## config.mk

```make
export PLATFORM = sky130hd
export DESIGN_NAME = instr_queue
export DESIGN_NICKNAME = d
export VERILOG_FILES = /design/src/verilog/core_pkg.sv /design/src/verilog/instr_queue.sv
export SDC_FILE = /design/constraint.sdc
export NUM_CORES = 1
export LEC_CHECK = 0
export BUFFER_PORTS_ARGS = -buffer_cell sky130_fd_sc_hd__buf_2
export CAP_MARGIN = 20
export CORE_UTILIZATION = 28
export CTS_BUF_LIST = sky130_fd_sc_hd__clkbuf_8
export DETAILED_ROUTE_END_ITERATION = 12
export PLACE_DENSITY = 0.51
export RECOVER_POWER = 100
export SLEW_MARGIN = 20
export SYNTH_ARGS = -nofsm -noshare
export SYNTH_HDL_FRONTEND = slang
export SYNTH_SLANG_ARGS = --single-unit
```

## constraint.sdc

```tcl
create_clock -name clk -period 4.8 [get_ports clk]
set_input_delay 0.72 -clock clk [delete_from_list [all_inputs] [get_ports clk]]
set_output_delay 0.72 -clock clk [all_outputs]
set_load 0.01 [all_outputs]
```

## src/verilog/core_pkg.sv

```systemverilog
/* core package
   shared widths, instruction encodings and the fetch queue entry type */
`default_nettype none

package core_pkg;

	localparam int XLEN = 32;

	typedef logic [XLEN-1:0] data_t;
	typedef logic [XLEN-1:0] instr_t;
	// boot word index, the reset pc is four times this value
	typedef logic [9:0] boot_idx_t;

	// addi x0, x0, 0
	localparam instr_t NOP = 32'h0000_0013;
	localparam instr_t EBREAK = 32'h0010_0073;

	// memory hands back words little endian
	localparam logic MEM_BIG_ENDIAN = 1'b0;

	// instruction queue sizing, almost full leaves room for one read in flight
	localparam int QUEUE_DEPTH_LOG2 = 4;
	localparam int QUEUE_ALMOST_FULL = 13;

	// raw memory word together with the address it came from
	typedef struct packed {
		data_t instr;
		data_t pc;
	} fetch_entry_t;

	// reverse the four bytes of a word
	function automatic data_t swap_bytes(input data_t word);
		return {word[7:0], word[15:8], word[23:16], word[31:24]};
	endfunction

endpackage

`default_nettype wire

```

## src/verilog/instr_queue.sv

```systemverilog
/* instruction queue
   flushable circular FIFO of fetch entries with a registered head */
`timescale 1ns/10ps
`default_nettype none

module instr_queue (
	input wire clk,
	input wire rst_n,
	input wire flush,
	input wire push,
	input wire core_pkg::fetch_entry_t push_entry,
	input wire pop,
	output core_pkg::fetch_entry_t head,
	output logic empty,
	output logic almost_full
);

	import core_pkg::*;

	fetch_entry_t mem [2**QUEUE_DEPTH_LOG2];
	logic [QUEUE_DEPTH_LOG2-1:0] wr_ptr;
	logic [QUEUE_DEPTH_LOG2-1:0] rd_ptr;
	logic [QUEUE_DEPTH_LOG2:0] count;
	logic full;
	logic do_push;
	logic do_pop;

	// count reaches its top bit only when every slot is taken
	assign full = count[QUEUE_DEPTH_LOG2];
	assign empty = (count == '0);
	assign almost_full = (count >= QUEUE_ALMOST_FULL);

	assign do_push = push && !full;
	assign do_pop = pop && !empty;

	always_ff @(posedge clk) begin
		if (do_push) begin
			mem[wr_ptr] <= push_entry;
		end
	end

	// head is valid the cycle after pop
	always_ff @(posedge clk) begin
		if (do_pop) begin
			head <= mem[rd_ptr];
		end
	end

	always_ff @(posedge clk or negedge rst_n) begin
		if (!rst_n) begin
			wr_ptr <= '0;
			rd_ptr <= '0;
			count <= '0;
		end else if (flush) begin
			wr_ptr <= '0;
			rd_ptr <= '0;
			count <= '0;
		end else begin
			if (do_push) begin
				wr_ptr <= wr_ptr + 1'b1;
			end
			if (do_pop) begin
				rd_ptr <= rd_ptr + 1'b1;
			end
			if (do_push && !do_pop) begin
				count <= count + 1'b1;
			end else if (do_pop && !do_push) begin
				count <= count - 1'b1;
			end
		end
	end

endmodule

`default_nettype wire

```

==> metrics.txt <==
Clock power frac 0.313; Syn Nets 1,816; CP Capture Type register; Finish-stage setup viols 0; Yosys cell types 39; largest family of logic cells by synthesized area multiplexers; Largest stage delay, worst path around 1.2 ns; grt ovf 0; crit path cell chain clkbuf_2 > mux4_2 > a22oi_1 > nand2_1; fillers around 14,000; synthesis warning total 0; VDD IR-drop max roughly 0.00023 V; max layer used met5; number of global-route vias before repair 20,500; layout cell share with drive strength beyond 1 0.247; syn avg cell area around 24 um^2; Worst Path Required 5.37 ns; #FFs+latches synth around 1,100; internal power 17.0 mW; # rows 140; Compound-Gate Fraction of Synth Area 0.0271; Comb pwr share 0.188; First-pass DRT Iterations 5; H-tree levels 4; Worst-Margin Slew 2.39 ns; Cell Area, Synth between 40,000 and 50,000 um^2; Root Driver clkbuf_8; area of the multi-input gates 7620 um^2; via count about 19,000; mux cell area share after synthesis 0.141; Die Span X between 300 and 400 um; WL final approximately 96,000 um; largest net degree at the start of global routing between 60 and 70; post-layout util 0.325; final hold violations 0; failing checks capacitance limit, slew limit; CP max FO a little over 40; number of synthesized flops with an enable pin between 1,000 and 1,500; Pins Over Slew Limit 329; asr flop ratio synth 0.0118; crit share post-route 0.764; Remaining DRCs 0; met3 wire length approximately 5300 um; XOR/XNOR Fraction of Synth Area 0.00149; fin nets ~2,100; buffer count from post-CTS setup fixing 0; initial antenna violation count 17; WP data arrival 4.24 ns; Max Freq ~0.27 GHz; WL/cell 23.5 um; CTS Buf Count roughly 180; Mapped Cells between 1,500 and 2,000; CTS Buffer Depth 3; dpl cells 3,751; gp weighted congestion between 0.6 and 0.7; Detailed Place HPWL about 55,000 um; Leakage 14.6 nW; FF+latch area between 30,000 and 40,000 um^2; slowest CP cell clkbuf_2; MaxCap Viol Count 12; RSZ-0062 raised after global routing no; vias per inst 4.63; final clock skew slightly below 0.03 ns; pwr/cell area 493 nW/um^2; Met2 Routed Length 45,400 um; clk sink count ~1,100; post-synthesis simple-gate area fraction 0.0126; Area growth syn-to-layout 15.3%; die area around 150,000 um^2; P_sw about 6.3 mW; DIE HEIGHT 385 um; clock-pin slew of the registers on the worst-case setup and hold paths 0.06 ns; critical path class reg2reg; Antenna Violating Nets Remaining 0; Worst slew margin -0.593; status finished with violations; setup_tns 0 ns; ys flop type edfxtp_1; core area around 150,000 um^2; Tmin final between 3 and 4 ns; Worst Hold Class in2reg; adder-cell share of the synthesized area 0.00323; CTS Hold Bufs 1; Sw Ratio 0.271; Worst setup SP type register; Ports 135; Post-Layout Cell Count between 4,000 and 5,000; global-route wire length before repair around 140,000 um; initial core utilization 0.282; Clk Latency, worst-skew pair 0.84 ns; CTS resizes 0; Seq pwr share 0.500; DRT met1 WL 43,000 um; 1st-iter DRT viols between 1,500 and 2,000; total global-route track usage 0.131; sequential-to-total area share from yosys stat 0.803; CTS tree built; port bufs roughly 130
-- layout make-up --
cell class                      count  area share
Tap cell                         1917      0.0507
Inverter                            8    0.000687
Timing Repair Buffer              188      0.0237
Antenna cell                        4    0.000211
Clock buffer                      182      0.0529
Multi-Input combinational cell    539       0.161
Clock inverter                    128      0.0138
Sequential cell                  1101       0.697
-- critical path: cells and delay by family, from the launching register on --
kind,cells,cell delay (ns)
compound gates,1,0.42
buf+inv,1,1.18
flops,1,1.00
mux,1,0.65
simple gates,1,0.10
-- registers in the layout, summed over array words and instances, names as in the netlist --
name and flops:
rd_ptr 4, head 64, wr_ptr 4, count 5, mem 1024
-- final timing paths --
| kind | start | endpoint | slack, ns | depth (start not counted) |
|---|---|---|---|---|
| hold / removal | flush | rd_ptr[2]$_DFFE_PN0P_ | 0.25 | 2 |
| setup / recovery | rd_ptr[0]$_DFFE_PN0P_ | head[24]$_DFFE_PP_ | 1.13 | 4 |
| hold reg to reg | wr_ptr[1]$_DFFE_PN0P_ | wr_ptr[1]$_DFFE_PN0P_ | 0.60 | 2 |
| max in group asynchronous | rst_n | rd_ptr[0]$_DFFE_PN0P_ | 3.72 | 2 |
| min in group asynchronous | rst_n | count[4]$_DFFE_PN0P_ | 0.50 | 2 |
| setup reg to reg | rd_ptr[0]$_DFFE_PN0P_ | head[24]$_DFFE_PP_ | 1.13 | 4 |
-- power groups by stage --
| stage | clock, mW | combinational, mW | sequential, mW |
|---|---|---|---|
| final | 7.30 | 4.38 | 11.7 |
| after global routing | 7.94 | 4.79 | 11.7 |
| after CTS | 7.54 | 4.67 | 11.7 |
| after detailed placement | 0 | 4.65 | 11.9 |
| after global placement | 0 | 4.56 | 11.9 |
| after floorplan | 0 | 3.13 | 11.7 |
-- layer usage --
layer,track usage,vias to the layer above
met5,0,-
met4,0.0406,8
met3,0.0266,153
met2,0.207,556
met1,0.181,10107
li1,-,8013
-- Yosys cell counts (5+ instances only) --
cell type	number	area, um^2
buf_2	11	55.1
a21oi_1	8	40.0
a22oi_1	128	961
xor2_1	5	43.8
nand2_1	69	259
inv_1	7	26.3
buf_4	22	165
mux4_2	256	5770
edfxtp_1	1088	32700
clkbuf_1	39	146
nor2_1	10	37.5
dfrtp_1	13	325
buf_1	15	56.3
nor3_1	5	25.0
and2_1	17	106
ha_1	9	113
-- placed cells by master (no fill, tap or decap), types with 4 or more instances in the layout --
cell           n
edfxtp_1    1088
mux4_2       256
clkbuf_8     182
clkbuf_1     136
a22oi_1      128
inv_1         75
nand2_1       69
clkinv_1      33
buf_4         21
buf_12        18
clkinv_2      13
dfrtp_1       11
nor2_1         9
a21oi_1        9
ha_1           9
and2_1         8
clkbuf_2       8
and2_4         6
nor3_1         5
xor2_1         5
diode_2        4
nand3_1        4
clkinvlp_4     4
bufinv_16      4
-- cell families (layout without fill, tap and decap cells) --
family | count (synthesis) | in the layout
AO/OA/AOI/OAI | 149 | 149
XOR/XNOR | 7 | 7
adder cells (fa/ha/maj) | 10 | 10
buffers and inverters | 97 | 506
flip-flops | 1101 | 1101
multiplexers | 257 | 257
other | 0 | 4
AND/OR/NAND/NOR | 116 | 116
-- metrics by stage --
step	setup WS, ns	power (mW)	area (um^2)	hold WS, ns
floorplan	1.58	14.8	41100	0.424
global placement	1.78	16.4	44300	0.577
detailed placement	1.77	16.5	44500	0.600
CTS	1.53	23.9	47700	0.141
global route	0.832	24.5	47300	0.213
finish	1.13	23.3	47300	0.255
Power figures use the tool's default switching activity.
