[config.mk]
export PLATFORM = sky130hd
export DESIGN_NAME = instr_issue
export DESIGN_NICKNAME = d
export VERILOG_FILES = /design/src/verilog/core_pkg.sv /design/src/verilog/instr_issue.sv
export SDC_FILE = /design/constraint.sdc
export NUM_CORES = 1
export LEC_CHECK = 0
export BUFFER_PORTS_ARGS = -buffer_cell sky130_fd_sc_hd__buf_2
export CAP_MARGIN = 0
export CORE_MARGIN = 2
export CORE_UTILIZATION = 22
export DETAILED_ROUTE_END_ITERATION = 7
export PLACE_DENSITY = 0.84
export SYNTH_ARGS = -nofsm -noshare
export SYNTH_HDL_FRONTEND = slang
export SYNTH_SLANG_ARGS = --single-unit
export TNS_END_PERCENT = 1
[constraint.sdc]
create_clock -name clk -period 2.5 [get_ports clk]
set_input_delay 0.5 -clock clk [delete_from_list [all_inputs] [get_ports clk]]
set_output_delay 0.5 -clock clk [all_outputs]
set_load 0.01 [all_outputs]
[src/verilog/core_pkg.sv]
/* core package
   shared widths, instruction encodings and the fetch queue entry type */
`default_nettype none

package core_pkg;

	localparam int XLEN = 32;

	typedef logic [XLEN-1:0] data_t;
	typedef logic [XLEN-1:0] instr_t;
	// boot word index, the reset pc is four times this value
	typedef logic [9:0] boot_idx_t;

	// addi x0, x0, 0
	localparam instr_t NOP = 32'h0000_0013;
	localparam instr_t EBREAK = 32'h0010_0073;

	// memory hands back words little endian
	localparam logic MEM_BIG_ENDIAN = 1'b0;

	// instruction queue sizing, almost full leaves room for one read in flight
	localparam int QUEUE_DEPTH_LOG2 = 4;
	localparam int QUEUE_ALMOST_FULL = 13;

	// raw memory word together with the address it came from
	typedef struct packed {
		data_t instr;
		data_t pc;
	} fetch_entry_t;

	// reverse the four bytes of a word
	function automatic data_t swap_bytes(input data_t word);
		return {word[7:0], word[15:8], word[23:16], word[31:24]};
	endfunction

endpackage

`default_nettype wire

[src/verilog/instr_issue.sv]
/* instruction issue
   pops the queue in order and presents the instruction in core byte order */
`timescale 1ns/10ps
`default_nettype none

module instr_issue (
	input wire clk,
	input wire rst_n,
	input wire stall,
	input wire flush,
	input wire empty,
	input wire core_pkg::fetch_entry_t head,
	output logic pop,
	output core_pkg::instr_t instr,
	output core_pkg::data_t pc_out,
	output logic instr_valid
);

	import core_pkg::*;

	instr_t head_instr;

	// decode takes a new instruction whenever it is not stalled
	assign pop = !empty && !stall;

	// valid trails pop by one cycle to match the registered queue read
	always_ff @(posedge clk or negedge rst_n) begin
		if (!rst_n) begin
			instr_valid <= 1'b0;
		end else if (flush) begin
			instr_valid <= 1'b0;
		end else if (!stall) begin
			instr_valid <= pop;
		end
	end

	assign head_instr = MEM_BIG_ENDIAN ? head.instr : swap_bytes(head.instr);

	// idle slots show a nop at pc zero
	assign instr = instr_valid ? head_instr : NOP;
	assign pc_out = instr_valid ? head.pc : '0;

endmodule

`default_nettype wire

==> reports/qor.yml, run 1 <==
synthesis:
  ys_types: 9
  synth_warnings: 0
  synthCells: 76
  yosysSeqAreaShare_pct: 4.84
  synth-seq-cells: 1
  syn-num-nets: 145
  syn_avg_cell_area_um2: 6.80
  syn_area_um2: 517
power:
  power_uw: 159
  power-per-cell-area_nw_per_um2: 136
  ir_drop_v: 0.000122
  leakage_nw: 0.826
timing:
  setup_viol_count_final: 0
  tns_ps: 0
  grt_setup_unrepaired: "false"
  drv_slew: 0
  relSlewSlack_pct: 62.2
  period_share_pct: 67.7
  tightest_slew_ps: 568
  hold_viol_final: 0
  finalClockSkew_ps: 0
  hold_ws_ps: 274
  timing.final.crit_period_ps: 1690
  timing.fmax_ghz: 0.591
drt:
  vias_per_cell: 3.82
  wl_mm: 2.22
  wire_per_inst_um: 9.56
  drt_first_iter_violations: 8
  drc: 0
  vias: 887
  dr.pass1.iters: 3
  ant_nets: 0
critical_path:
  required_ps: 2000
  max_stage_delay_ps: 680
  critPathSlowestCell: "dfrtp_1"
  crit_path_end_kind: "output port"
  rrSetupSlack_ps: 1490
  reg2reg_from: "instr_valid"
  r2r-end: "instr_valid"
  setup.worst_path.class: "flip-flop to output port"
  reg2reg_depth: 2
  startpoint: "instr_valid"
  crit_path_cell_trace: "buf_12 > and2_1 > buf_2"
  worstSetupStartpointType: "flip-flop"
  critPathMaxFanout: 41
  cp_data_arrival_time_ps: 1190
  crit_end: "pc_out[23]"
layout:
  multi_input_comb_area_um2: 415
  nets: 275
  drive_above_1_share_pct: 66.7
  reg_top3: "instr_valid: 1 flops"
  seq_area_um2: 25.0
  syn2layout_area_growth_pct: 126
  stdcell_area_um2: 1170
  top_register: "instr_valid"
  largest_reg_flops: 1
  diodes: 0
  fillCellCount: 237
  final_cell_count_no_fill: 232
die:
  start_util_pct: 23.4
  core_region_area_um2: 2210
  die_h_um: 52.5
  num_rows: 17
  io-pin-count: 135
  fp.dieW_um: 52.5
  design.die.area_um2: 2750
placed_design:
  gp_congestion: 0.781
  dp_cells: 232
  dp_hpwl_mm: 2.01
  dpl_cell_area_um2: 1170
  port_buffers: 134
clocking:
  cts_hold_buffers: 0
  cts.reportedPaths.clkPinSlew_ps: 0
  post-cts-setup-buffer-count: 0
  cts_resized: 0
  clk_latency_ps: 0
hold_path:
  hold_path_class: "input pin to async pin"
global_route:
  antenna_found_initial: 0
  grt_pass1_wl_mm: 3.14
  grtUsageTotal_pct: 14.1
  grt_pass1_vias: 735
  overflow: 0
  grt_max_degree: 42
run:
  maxCapViolCount: 0
status:
  status: "completed"
==> worst min-delay path by stage <==
stage	depth (start not counted)	endpoint	slack, ps	startpoint
floorplan	0	instr_valid	200	rst_n
global placement	1	instr_valid	270	rst_n
detailed placement	1	instr_valid	280	rst_n
CTS	1	instr_valid	280	rst_n
global route	1	instr_valid	280	rst_n
finish	1	instr_valid	270	rst_n
==> final cells by class <==
type | instances | area share, %
well taps | 28 | 2.99
inverters | 1 | 0.321
flip-flops and latches | 1 | 2.14
multi-input cells | 67 | 35.5
repair buffers | 135 | 59.0
==> through the flow <==
stage	util (%)	setup WS, ps
2_1_floorplan	-	1120
3_3_place_gp	52.9	812
3_5_place_dp	52.9	754
4_1_cts	52.9	752
5_1_grt	52.9	663
6_report	52.9	807
==> metal layers <==
| metal | share of wire (%) | GRT usage, % | wire [um] | up-vias |
|---|---|---|---|---|
| met5 | 0 | 0 | 0 | - |
| met1 | 36 | 16.0 | 795 | 342 |
| met2 | 49 | 27.9 | 1080 | 67 |
| met4 | 0 | 0 | 0 | 0 |
| li1 | - | - | - | 478 |
| met3 | 15 | 2.86 | 343 | 0 |
==> layout by cell type (no fill, tap or decap) <==
cell      synthesis  routed
inv_1             1       1
buf_2             1     134
buf_12            0       1
and2_1           61      61
a21oi_1           1       1
nand2b_1          3       3
dfrtp_1           1       1
nand2_1           1       1
or2_2             1       1
==> worst max-delay path, delay by kind of cell (launching register included) <==
family / cells / cell delay (ps)
AND/OR/NAND/NOR: 1 / 140
flip-flops: 1 / 680
buffers and inverters: 2 / 360
==> report_power, final <==
| group | internal (mW) | switching [mW] | total, mW |
|---|---|---|---|
| combinational | 0.0814 | 0.0563 | 0.138 |
| clock | 0 | 0 | 0 |
| sequential | 0.0173 | 0.00434 | 0.0216 |
==> cells in the mapped netlist (all sizes together) <==
cell type / number / area share, %
and2: 61 / 74
buf: 7 / 14
nand2b: 3 / 3.6
a21oi: 1 / 0.97
dfrtp: 1 / 4.8
inv: 1 / 0.73
nand2: 1 / 0.73
or2: 1 / 1.2
==> cell families (layout without fill, tap and decap cells) <==
group | Yosys count | count (layout) | synth area share (%)
and+or+nand+nor | 66 | 66 | 79.4
buffers and inverters | 8 | 136 | 14.8
DFF | 1 | 1 | 4.84
AOI/OAI and AO/OA | 1 | 1 | 0.968
No activity file was read; power rests on OpenSTA's default activity.
==> run 2: changes to the inputs <==
Settings changed: CORE_ASPECT_RATIO from default to 1.25, CORE_UTILIZATION 22 to 21, PLACE_DENSITY 0.84 to 0.81.
Clock period 2.5 ns to 1.7 ns, I/O delays scaled along.
==> run 2 against run 1 <==
Effect of this change:
- global-route usage down 1.1 points
- wire length is 3.2% higher
- combinational power grew 50%
- first-iteration DRC count up 38%
==> reports/qor.yml, run 2 (synthesis results as in run 1) <==
clocking:
  cts_hold_buffers: 0
  post-cts-setup-buffer-count: 0
  cts_resized: 0
  clk_latency_ps: 0
  cts.reportedPaths.clkPinSlew_ps: 0
hold_path:
  hold_path_class: "input pin to async pin"
drt:
  ant_nets: 0
  vias_per_cell: 3.82
  drt_first_iter_violations: 11
  vias: 910
  wire_per_inst_um: 9.62
  drc: 0
  wl_mm: 2.29
  dr.pass1.iters: 4
power:
  pwr-share-clk_pct: 0
  switching_share_pct: 38.9
  p_comb_share_pct: 88.2
  p_seq_share_pct: 11.8
  switchingPower_uw: 91.4
  leakage_nw: 0.828
  ir_drop_v: 0.000170
  power_uw: 235
  internal-power_uw: 144
  power-per-cell-area_nw_per_um2: 201
critical_path:
  required_ps: 1360
  critPathBufInv: 2
  r2r-end: "instr_valid"
  critPathTopFamily: "buffers and inverters"
  cp.depth: 3
  critPathSlowestCell: "dfrtp_1"
  crit_path_cell_trace: "buf_4 > and2_1 > buf_2"
  worstSetupStartpointType: "flip-flop"
  reg2reg_from: "instr_valid"
  rrSetupSlack_ps: 990
  startpoint: "instr_valid"
  reg2reg_depth: 2
  max_stage_delay_ps: 420
  crit_path_end_kind: "output port"
  crit_end: "pc_out[19]"
  critPathMaxFanout: 31
  setup.worst_path.class: "flip-flop to output port"
  cp_data_arrival_time_ps: 1010
timing:
  relSlewSlack_pct: 86.0
  tightest_slew_ps: 209
  drv_slew: 0
  timing.fmax_ghz: 0.739
  setup_viol_count_final: 0
  grt_setup_unrepaired: "false"
  timing.final.crit_period_ps: 1350
  hold_ws_ps: 115
  period_share_pct: 79.6
  finalClockSkew_ps: 0
  tns_ps: 0
  hold_viol_final: 0
global_route:
  grt_pass1_vias: 685
  antenna_found_initial: 0
  grt_pass1_wl_mm: 3.08
  grtUsageTotal_pct: 12.9
  grt_max_degree: 32
  overflow: 0
placed_design:
  gp_congestion: 0.820
  port_buffers: 134
  dp_hpwl_mm: 1.99
  dpl_cell_area_um2: 1170
die:
  fp.dieW_um: 48.4
  core_region_area_um2: 2380
  die_h_um: 59.5
  start_util_pct: 21.7
  num_rows: 20
  io-pin-count: 135
  design.die.area_um2: 2880
layout:
  mostFrequentLayoutCell: "buf_2"
  syn2layout_area_growth_pct: 127
  drive_above_1_share_pct: 66.8
  final_cell_mix: "134 x buf_2, 61 x and2_1, 3 x nand2b_1"
  stdcell_area_um2: 1170
  reg_top3: "instr_valid: 1 flops"
  top_register: "instr_valid"
  diodes: 0
  nets: 276
  largest_reg_flops: 1
run:
  maxCapViolCount: 0
status:
  status: "completed"
==> run 2: changes by cell type in the layout (fill, tap and decap cells not counted) <==
cell and delta:
buf_12 -1, buf_4 +2
==> run 2: layout make-up <==
class / instances / area, um^2
flip-flops and latches: 1 / 25.0
inverters: 1 / 3.75
repair buffers: 136 / 686
well taps: 33 / 41.3
fillers: 252 / 1210
multi-input cells: 67 / 415
==> run 2: worst min path at each step <==
stage | start | to | slack, ps | depth (start not counted)
after floorplan | rst_n | instr_valid | 40 | 0
after global placement | rst_n | instr_valid | 110 | 1
after detailed placement | rst_n | instr_valid | 120 | 1
after CTS | rst_n | instr_valid | 120 | 1
after global routing | rst_n | instr_valid | 120 | 1
final | rst_n | instr_valid | 110 | 1
==> run 2: worst register-to-register path: stages (launching register included) <==
cell     delay [ps]
dfrtp_1         420
nand2_1          70
a21oi_1         140
==> run 2: layer usage <==
layer  global-route usage, %  vias up  wire (um)
met1                    14.0      365        828
met4                    1.63        0         23
li1                        -      480          -
met5                       0        -          0
met2                    25.6       61       1160
met3                    3.79        4        276
==> run 2: per-stage QoR <==
step                      util (%)  setup slack [ps]  instances
after floorplan                  -               523         76
after global placement        49.3               367        238
after detailed placement      49.3               352        238
after CTS                     49.3               348        238
after global routing          49.3               279        238
final                         49.3               346        238
==> run 2: power groups by stage <==
| stage | sequential, mW | combinational, mW | clock [mW] |
|---|---|---|---|
| CTS | 0.0278 | 0.209 | 0 |
| floorplan | 0.0271 | 0.0961 | 0 |
| detailed placement | 0.0278 | 0.208 | 0 |
| global route | 0.0281 | 0.227 | 0 |
| finish | 0.0277 | 0.207 | 0 |
| global placement | 0.0277 | 0.205 | 0 |
