<file path="src/verilog/core_pkg.sv">
/* core package
   shared widths, instruction encodings and the fetch queue entry type */
`default_nettype none

package core_pkg;

	localparam int XLEN = 32;

	typedef logic [XLEN-1:0] data_t;
	typedef logic [XLEN-1:0] instr_t;
	// boot word index, the reset pc is four times this value
	typedef logic [9:0] boot_idx_t;

	// addi x0, x0, 0
	localparam instr_t NOP = 32'h0000_0013;
	localparam instr_t EBREAK = 32'h0010_0073;

	// memory hands back words little endian
	localparam logic MEM_BIG_ENDIAN = 1'b0;

	// instruction queue sizing, almost full leaves room for one read in flight
	localparam int QUEUE_DEPTH_LOG2 = 4;
	localparam int QUEUE_ALMOST_FULL = 13;

	// raw memory word together with the address it came from
	typedef struct packed {
		data_t instr;
		data_t pc;
	} fetch_entry_t;

	// reverse the four bytes of a word
	function automatic data_t swap_bytes(input data_t word);
		return {word[7:0], word[15:8], word[23:16], word[31:24]};
	endfunction

endpackage

`default_nettype wire

</file>
<file path="src/verilog/axil_pkg.sv">
/* AXI4-Lite package
   read channel payloads, response codes and the instruction prot value */
`default_nettype none

package axil_pkg;

	// AR payload
	typedef struct packed {
		core_pkg::data_t addr;
		logic [2:0] prot;
	} axil_ar_t;

	// R payload
	typedef struct packed {
		core_pkg::data_t data;
		logic [1:0] resp;
	} axil_r_t;

	typedef enum logic [1:0] {
		OKAY = 2'b00,
		EXOKAY = 2'b01,
		SLVERR = 2'b10,
		DECERR = 2'b11
	} axil_resp_t;

	// unprivileged, secure, instruction access
	localparam logic [2:0] AXIL_PROT_INSTR = 3'b100;

endpackage

`default_nettype wire

</file>
<file path="src/verilog/axil_read_master.sv">
/* AXI4-Lite read master
   issues one AR per fetch request and returns the R data with a done pulse */
`timescale 1ns/10ps
`default_nettype none

module axil_read_master (
	input wire clk,
	input wire rst_n,
	input wire fetch_req,
	input wire core_pkg::data_t fetch_addr,
	input wire arready,
	input wire rvalid,
	input wire axil_pkg::axil_r_t r,
	output logic fetch_ack,
	output axil_pkg::axil_ar_t ar,
	output logic arvalid,
	output logic rready,
	output logic fetch_done,
	output core_pkg::data_t fetch_data
);

	import axil_pkg::*;

	typedef enum logic [1:0] {
		IDLE,
		ADDR,
		RESP
	} state_t;

	state_t state;
	logic r_taken;

	assign fetch_ack = (state == IDLE);
	assign arvalid = (state == ADDR);
	assign rready = (state == RESP);
	assign r_taken = rvalid && rready;

	always_ff @(posedge clk or negedge rst_n) begin
		if (!rst_n) begin
			state <= IDLE;
		end else begin
			case (state)
				IDLE: begin
					if (fetch_req) begin
						state <= ADDR;
					end
				end
				ADDR: begin
					if (arready) begin
						state <= RESP;
					end
				end
				RESP: begin
					if (rvalid) begin
						state <= IDLE;
					end
				end
				default: begin
					state <= IDLE;
				end
			endcase
		end
	end

	// address stays stable while arvalid waits for arready
	always_ff @(posedge clk) begin
		if (fetch_req && fetch_ack) begin
			ar <= '{addr: fetch_addr, prot: AXIL_PROT_INSTR};
		end
	end

	always_ff @(posedge clk or negedge rst_n) begin
		if (!rst_n) begin
			fetch_done <= 1'b0;
		end else begin
			fetch_done <= r_taken;
		end
	end

	// response code is not checked
	always_ff @(posedge clk) begin
		if (r_taken) begin
			fetch_data <= r.data;
		end
	end

endmodule

`default_nettype wire

</file>
<file path="config.mk">
export PLATFORM = sky130hd
export DESIGN_NAME = axil_read_master
export DESIGN_NICKNAME = d
export VERILOG_FILES = /design/src/verilog/core_pkg.sv /design/src/verilog/axil_pkg.sv /design/src/verilog/axil_read_master.sv
export SDC_FILE = /design/constraint.sdc
export NUM_CORES = 1
export LEC_CHECK = 0
export BUFFER_PORTS_ARGS = -buffer_cell sky130_fd_sc_hd__buf_2
export CAP_MARGIN = 20
export CORE_UTILIZATION = 37
export CTS_CLUSTER_DIAMETER = 30
export DETAILED_ROUTE_END_ITERATION = 12
export PLACE_DENSITY_LB_ADDON = 0.05
export RECOVER_POWER = 25
export SETUP_SLACK_MARGIN = 0.05
export SYNTH_ARGS = -nofsm -noshare
export SYNTH_HDL_FRONTEND = slang
export SYNTH_SLANG_ARGS = --single-unit
export TNS_END_PERCENT = 100
</file>
<file path="constraint.sdc">
create_clock -name clk -period 1.8 [get_ports clk]
set_input_delay 0 -clock clk [delete_from_list [all_inputs] [get_ports clk]]
set_output_delay 0 -clock clk [all_outputs]
set_load 0.005 [all_outputs]
</file>
==> impl_metrics.yaml, run 1 <==
worst_setup_path:
  path_depth: 3
  crit_buf_inv: 1
  cp_max_fo: 5
  worstSetupStartpointType: "flop"
  worstSetupPathType: "flop to flop"
  r2r_end: "state[1]$_DFFE_PN0P_"
  arrival_ps: 1700
  crit_chain: "nor2b_4 -> a22o_1 -> dlygate4sd3_1"
  r2r_start: "state[0]$_DFFE_PN0P_"
  required_ps: 2010
  critPathCaptureType: "flop"
  crit_family: "buffers and inverters"
  reg2regPathDepth: 3
  r2r_slack_ps: 310
  cpMaxStageDelayCell: "dlygate4sd3_1"
  critPathMaxStageDelay_ps: 550
min_path:
  hold_class: "input pin to flop"
  min-delay-start: "rvalid"
  min_to: "fetch_done$_DFF_PN0_"
  holdPathStages: 3
logic_synthesis:
  synthTopCellsByCount: "edfxtp_1, buf_4, dfrtp_1"
  netlist_top_cells_area: "edfxtp_1, dfrtp_1, nor2b_4"
  synth-main-ff-cell: "edfxtp_1"
  yosys.area.top_type: "edfxtp_1"
  syn_area_per_cell_um2: 25.6
  synth-async-reset-ratio_pct: 4.48
  ys_types: 11
  synth.most_common_cell: "edfxtp_1"
  netlist_instances: 82
  yosysSeqAreaShare_pct: 95.1
  ys_warn_count: 0
  ys_ff_latch: 67
  syn_area_um2: 2100
  synth_edf_count: 64
  synth_top_area_share_pct: 91.5
die:
  fp.dieW_um: 77.4
  start_util_pct: 38.4
  dieArea_um2: 5980
  row_count: 27
  die_y_um: 77.4
  io_pins: 142
  core_um2: 5470
clock_network:
  cts.path.max_buffers: 2
  root_buffer: "clkbuf_8"
  cts.sinks: 67
  clkTransAtPathRegs_ps: 70
  clock_latency_ps: 320
  cts_htree_levels: 3
  cts_tree: "yes"
  numCtsBuffers: 9
  cts_setup_buffers: 0
timing:
  setup_viol_count_final: 0
  maxSlewViolCount: 0
  rsz0062_at_grt: "false"
  fmax_mhz: 673
  fin_skew_ps: 4.76
  finalHoldViolCount: 0
  tns_ps: 0
  post-route-period-util_pct: 82.5
  fin_crit_ps: 1490
detailed_routing:
  drc_errors: 0
  wirelength_mm: 4.64
  vias: 1536
  first_iter_violations: 94
  ant_nets: 0
  dr.pass1.iters: 4
  wire_per_inst_um: 12.4
  viasPerCell: 4.10
job:
  maxCapViolations: 0
power_and_ir_drop:
  power_mw: 4.19
  powerDensity_nw_per_um2: 1110
  p_sw_share_pct: 22.6
  power_frac_seq_pct: 51.0
  p_comb_share_pct: 18.3
  leakagePower_nw: 1.62
  clock_power_share_pct: 30.6
  power.net_switching_mw: 0.947
  peakVddDrop_v: 0.000738
  internal_power_mw: 3.25
place:
  gp_congestion: 0.706
  port_buffers: 136
global_route:
  grtUsageTotal_pct: 16.3
  grt_pass1_vias: 1564
  antenna_found_initial: 0
  overflow: 0
  grt_pass1_wl_mm: 7.13
  grt_max_degree: 34
finish:
  drive_gt1_share_pct: 50.8
  antenna_cells: 0
  fill_cells: 395
  fin_util_pct: 69.3
  nNetsFinal: 369
  area_growth_pct: 80.5
run_status:
  run_status: "completed"
==> stage by stage <==
stage	setup slack [ps]	hold slack (ps)	area [µm²]	std cells
floorplan	333	-296	2110	83
global placement	546	-205	2900	290
detailed placement	496	-200	2900	290
CTS	308	176	3790	375
global route	280	194	3790	375
finish	314	175	3790	375
==> final cells by class <==
class	count	area [µm²]	share of cell area, %
Clock inverter	6	80.1	2.11
Tap cell	72	90.1	2.38
Clock buffer	10	128	3.37
Timing Repair Buffer	207	1410	37.2
Multi-Input combinational cell	12	83.8	2.21
Sequential cell	67	2000	52.7
Inverter	1	3.75	0.0990
==> kinds of logic (layout without fill, tap and decap cells) <==
logic type	after synthesis	count (layout)	synth area share (%)
flip-flops	67	67	95.1
AND/OR/NAND/NOR	7	7	2.68
buffers and inverters	4	224	1.25
other	2	3	0.357
AO/OA/AOI/OAI	2	2	0.655
==> worst max path at each step <==
stage / from / end
final: state[0]$_DFFE_PN0P_ / state[1]$_DFFE_PN0P_
after global routing: state[0]$_DFFE_PN0P_ / state[1]$_DFFE_PN0P_
after CTS: state[0]$_DFFE_PN0P_ / state[1]$_DFFE_PN0P_
after detailed placement: state[1]$_DFFE_PN0P_ / fetch_data[0]$_DFFE_PP_
after global placement: state[1]$_DFFE_PN0P_ / fetch_data[13]$_DFFE_PP_
after floorplan: state[0]$_DFFE_PN0P_ / ar[10]$_DFFE_PP_
==> power groups by stage <==
| stage | Sequential, mW | Clock (mW) | Combinational (mW) |
|---|---|---|---|
| CTS | 2.14 | 1.31 | 0.779 |
| global placement | 2.16 | 0 | 0.639 |
| floorplan | 2.21 | 0 | 0.197 |
| finish | 2.14 | 1.28 | 0.769 |
| global route | 2.16 | 1.38 | 0.840 |
| detailed placement | 2.17 | 0 | 0.650 |
==> per-layer routing <==
layer	global-route usage, %	part of all wire, %
met5	0	0
met4	9.62	2.1
met3	4.94	9.5
met2	29.6	53
met1	16.3	35
==> worst register-to-register path, delay by kind of cell, from the launching register on <==
kind	cells	cell delay, ps
and+or+nand+nor	1	160
AOI/OAI and AO/OA	1	220
DFF	1	450
buffers and inverters	1	550
==> flip-flops by register name, indices dropped and copies added (netlist names) <==
name	flops
ar	32
fetch_data	32
fetch_done	1
state	2
==> cells in the final DEF (no fill, tap or decap) <==
cell	synthesis	routed
dlygate4sd3_1	0	69
clkinv_2	0	1
and2_2	0	2
a21oi_1	1	1
nor2b_4	2	2
clkinvlp_4	0	1
buf_12	0	2
dfrtp_1	3	3
inv_1	1	1
conb_1	2	3
buf_2	0	135
nand2b_1	2	2
clkinv_1	0	2
clkbuf_8	0	9
clkbuf_1	0	2
nor2_1	1	1
a22o_1	1	1
bufinv_16	0	2
edfxtp_1	64	64
==> timing repair <==
| item | CTS | global route |
|---|---|---|
| resized for setup | 0 | 0 |
| hold buffers | 69 | 0 |
| endpoints found under the hold margin | 69 | 0 |
(Power assumes the default switching activity.)
==> run 2: changes to the inputs <==
Clock period 1.8 ns to 1.21 ns, I/O delays scaled along.
==> impl_metrics.yaml, run 2 (same netlist as run 1, synthesis figures left out) <==
clock_network:
  root_buffer: "clkbuf_8"
  cts.sinks: 67
  clkTransAtPathRegs_ps: 70
  cts_htree_levels: 3
  cts.path.max_buffers: 2
  numCtsBuffers: 9
  clock_latency_ps: 320
  cts_tree: "yes"
global_route:
  grtUsageMet3_pct: 5.53
  busiest_layer: "met2"
  grt_use_met1_pct: 17.2
  grt_pass1_wl_mm: 7.85
  grt_max_degree: 21
  gr-usage-met2_pct: 34.7
  overflow: 0
  antenna_found_initial: 0
  grt_pass1_vias: 1718
  grtUsageTotal_pct: 18.2
timing:
  fmax_mhz: 811
  fin_skew_ps: 6.53
  maxSlewViolCount: 0
  fin_ws_ps: -23.1
  holdWs_ps: 381
  post-route-period-util_pct: 102
  rsz0062_at_grt: "true"
  fin_crit_ps: 1230
  setup_viol_count_final: 40
  finalHoldViolCount: 0
die:
  fp.dieW_um: 77.4
  die_y_um: 77.4
  io_pins: 142
  core_um2: 5470
  dieArea_um2: 5980
  start_util_pct: 38.4
  row_count: 27
worst_setup_path:
  crit_chain: "nor2b_4 -> and2_4 -> buf_12"
  worstSetupStartpointType: "flop"
  required_ps: 1240
  r2r_end: "fetch_data[30]$_DFFE_PP_"
  worstSetupPathType: "flop to flop"
  r2r_slack_ps: -20
  reg2regPathDepth: 3
  critPathMaxStageDelay_ps: 450
  cp_max_fo: 20
  r2r_start: "state[0]$_DFFE_PN0P_"
  critPathCaptureType: "flop"
  cpMaxStageDelayCell: "dfrtp_2"
  arrival_ps: 1270
run_status:
  run_status: "complete, but fails checks"
  violations: "setup timing"
detailed_routing:
  ant_nets: 0
  wirelength_mm: 5.11
  first_iter_violations: 50
  viasPerCell: 4.11
  drc_errors: 0
  dr.pass1.iters: 4
  vias: 1560
  wire_per_inst_um: 13.4
finish:
  nNetsFinal: 374
  final_common_cell: "buf_2"
  top_regs: "ar (32), fetch_data (32), state (2)"
  final_cell_mix: "buf_2, dlygate4sd3_1, edfxtp_1, clkbuf_8"
  area_growth_pct: 83.3
  final_cells: 380
  drive_gt1_share_pct: 52.9
  antenna_cells: 0
place:
  place_inst: 292
  dpl_worst_slack_ps: -47.3
  gp_congestion: 0.767
  port_buffers: 136
power_and_ir_drop:
  power.net_switching_mw: 1.49
  power_frac_seq_pct: 50.8
  internal_power_mw: 4.78
  p_sw_share_pct: 23.7
  p_comb_share_pct: 21.9
  peakVddDrop_v: 0.00135
  leakagePower_nw: 1.65
  powerDensity_nw_per_um2: 1630
  clock_power_share_pct: 27.3
min_path:
  holdPathStages: 2
  min_to: "fetch_data[10]$_DFFE_PP_"
  min-delay-start: "r[12]"
  hold_class: "input pin to flop"
job:
  maxCapViolations: 0
## run 2: worst max-delay path by stage
stage	startpoint	endpoint	slack, ps	depth (start not counted)
2_1_floorplan	state[0]$_DFFE_PN0P_	ar[10]$_DFFE_PP_	-80	2
5_1_grt	state[1]$_DFFE_PN0P_	fetch_data[30]$_DFFE_PP_	-70	3
6_report	state[0]$_DFFE_PN0P_	fetch_data[30]$_DFFE_PP_	-20	3
3_5_place_dp	state[0]$_DFFE_PN0P_	ar[28]$_DFFE_PP_	-50	3
4_1_cts	state[0]$_DFFE_PN0P_	ar[28]$_DFFE_PP_	0.1	3
3_3_place_gp	state[0]$_DFFE_PN0P_	ar[16]$_DFFE_PP_	-6	3
## run 2: what timing repair did
action | CTS | global route
endpoints found under the setup margin | 64 | 65
hold buffers | 69 | 0
resized for setup | 3 | 1
setup buffers | 2 | 0
hold endpoints to repair | 69 | 0
cloned | 1 | 0
## run 2: metrics by stage
step	utilization [%]	setup TNS, ps	total power, mW	instance area (µm²)
2_1_floorplan	-	-4640	3.59	2110
4_1_cts	70.3	0	6.26	3850
5_1_grt	70.3	-3030	6.53	3850
6_report	70.3	-588	6.26	3850
3_5_place_dp	53.5	-1610	4.26	2930
3_3_place_gp	53.5	-163	4.22	2930
## run 2: power groups by stage
| stage | clock [mW] | combinational [mW] | sequential [mW] |
|---|---|---|---|
| 2_1_floorplan | 0 | 0.308 | 3.28 |
| 3_3_place_gp | 0 | 1.02 | 3.20 |
| 3_5_place_dp | 0 | 1.05 | 3.21 |
| 4_1_cts | 1.73 | 1.36 | 3.17 |
| 5_1_grt | 1.83 | 1.47 | 3.22 |
| 6_report | 1.71 | 1.37 | 3.18 |
## run 2: worst max-delay path: cells and delay by family (launching register included)
family | cells | cell delay (ps)
buffers and inverters | 1 | 160
DFF | 1 | 450
and+or+nand+nor | 2 | 330
## run 2: area by class of cell
| type | instances | area, µm² |
|---|---|---|
| Clock buffer | 10 | 128 |
| Clock inverter | 6 | 56.3 |
| Fill cell | 365 | 1620 |
| Inverter | 1 | 3.75 |
| Multi-Input combinational cell | 12 | 88.8 |
| Sequential cell | 67 | 2000 |
| Tap cell | 72 | 90.1 |
| Timing Repair Buffer | 212 | 1490 |
## run 2: metal layers
metal	wire length [µm]	up-vias
li1	-	754
met1	1800	716
met2	2880	85
met3	388	5
met4	39	0
met5	0	-
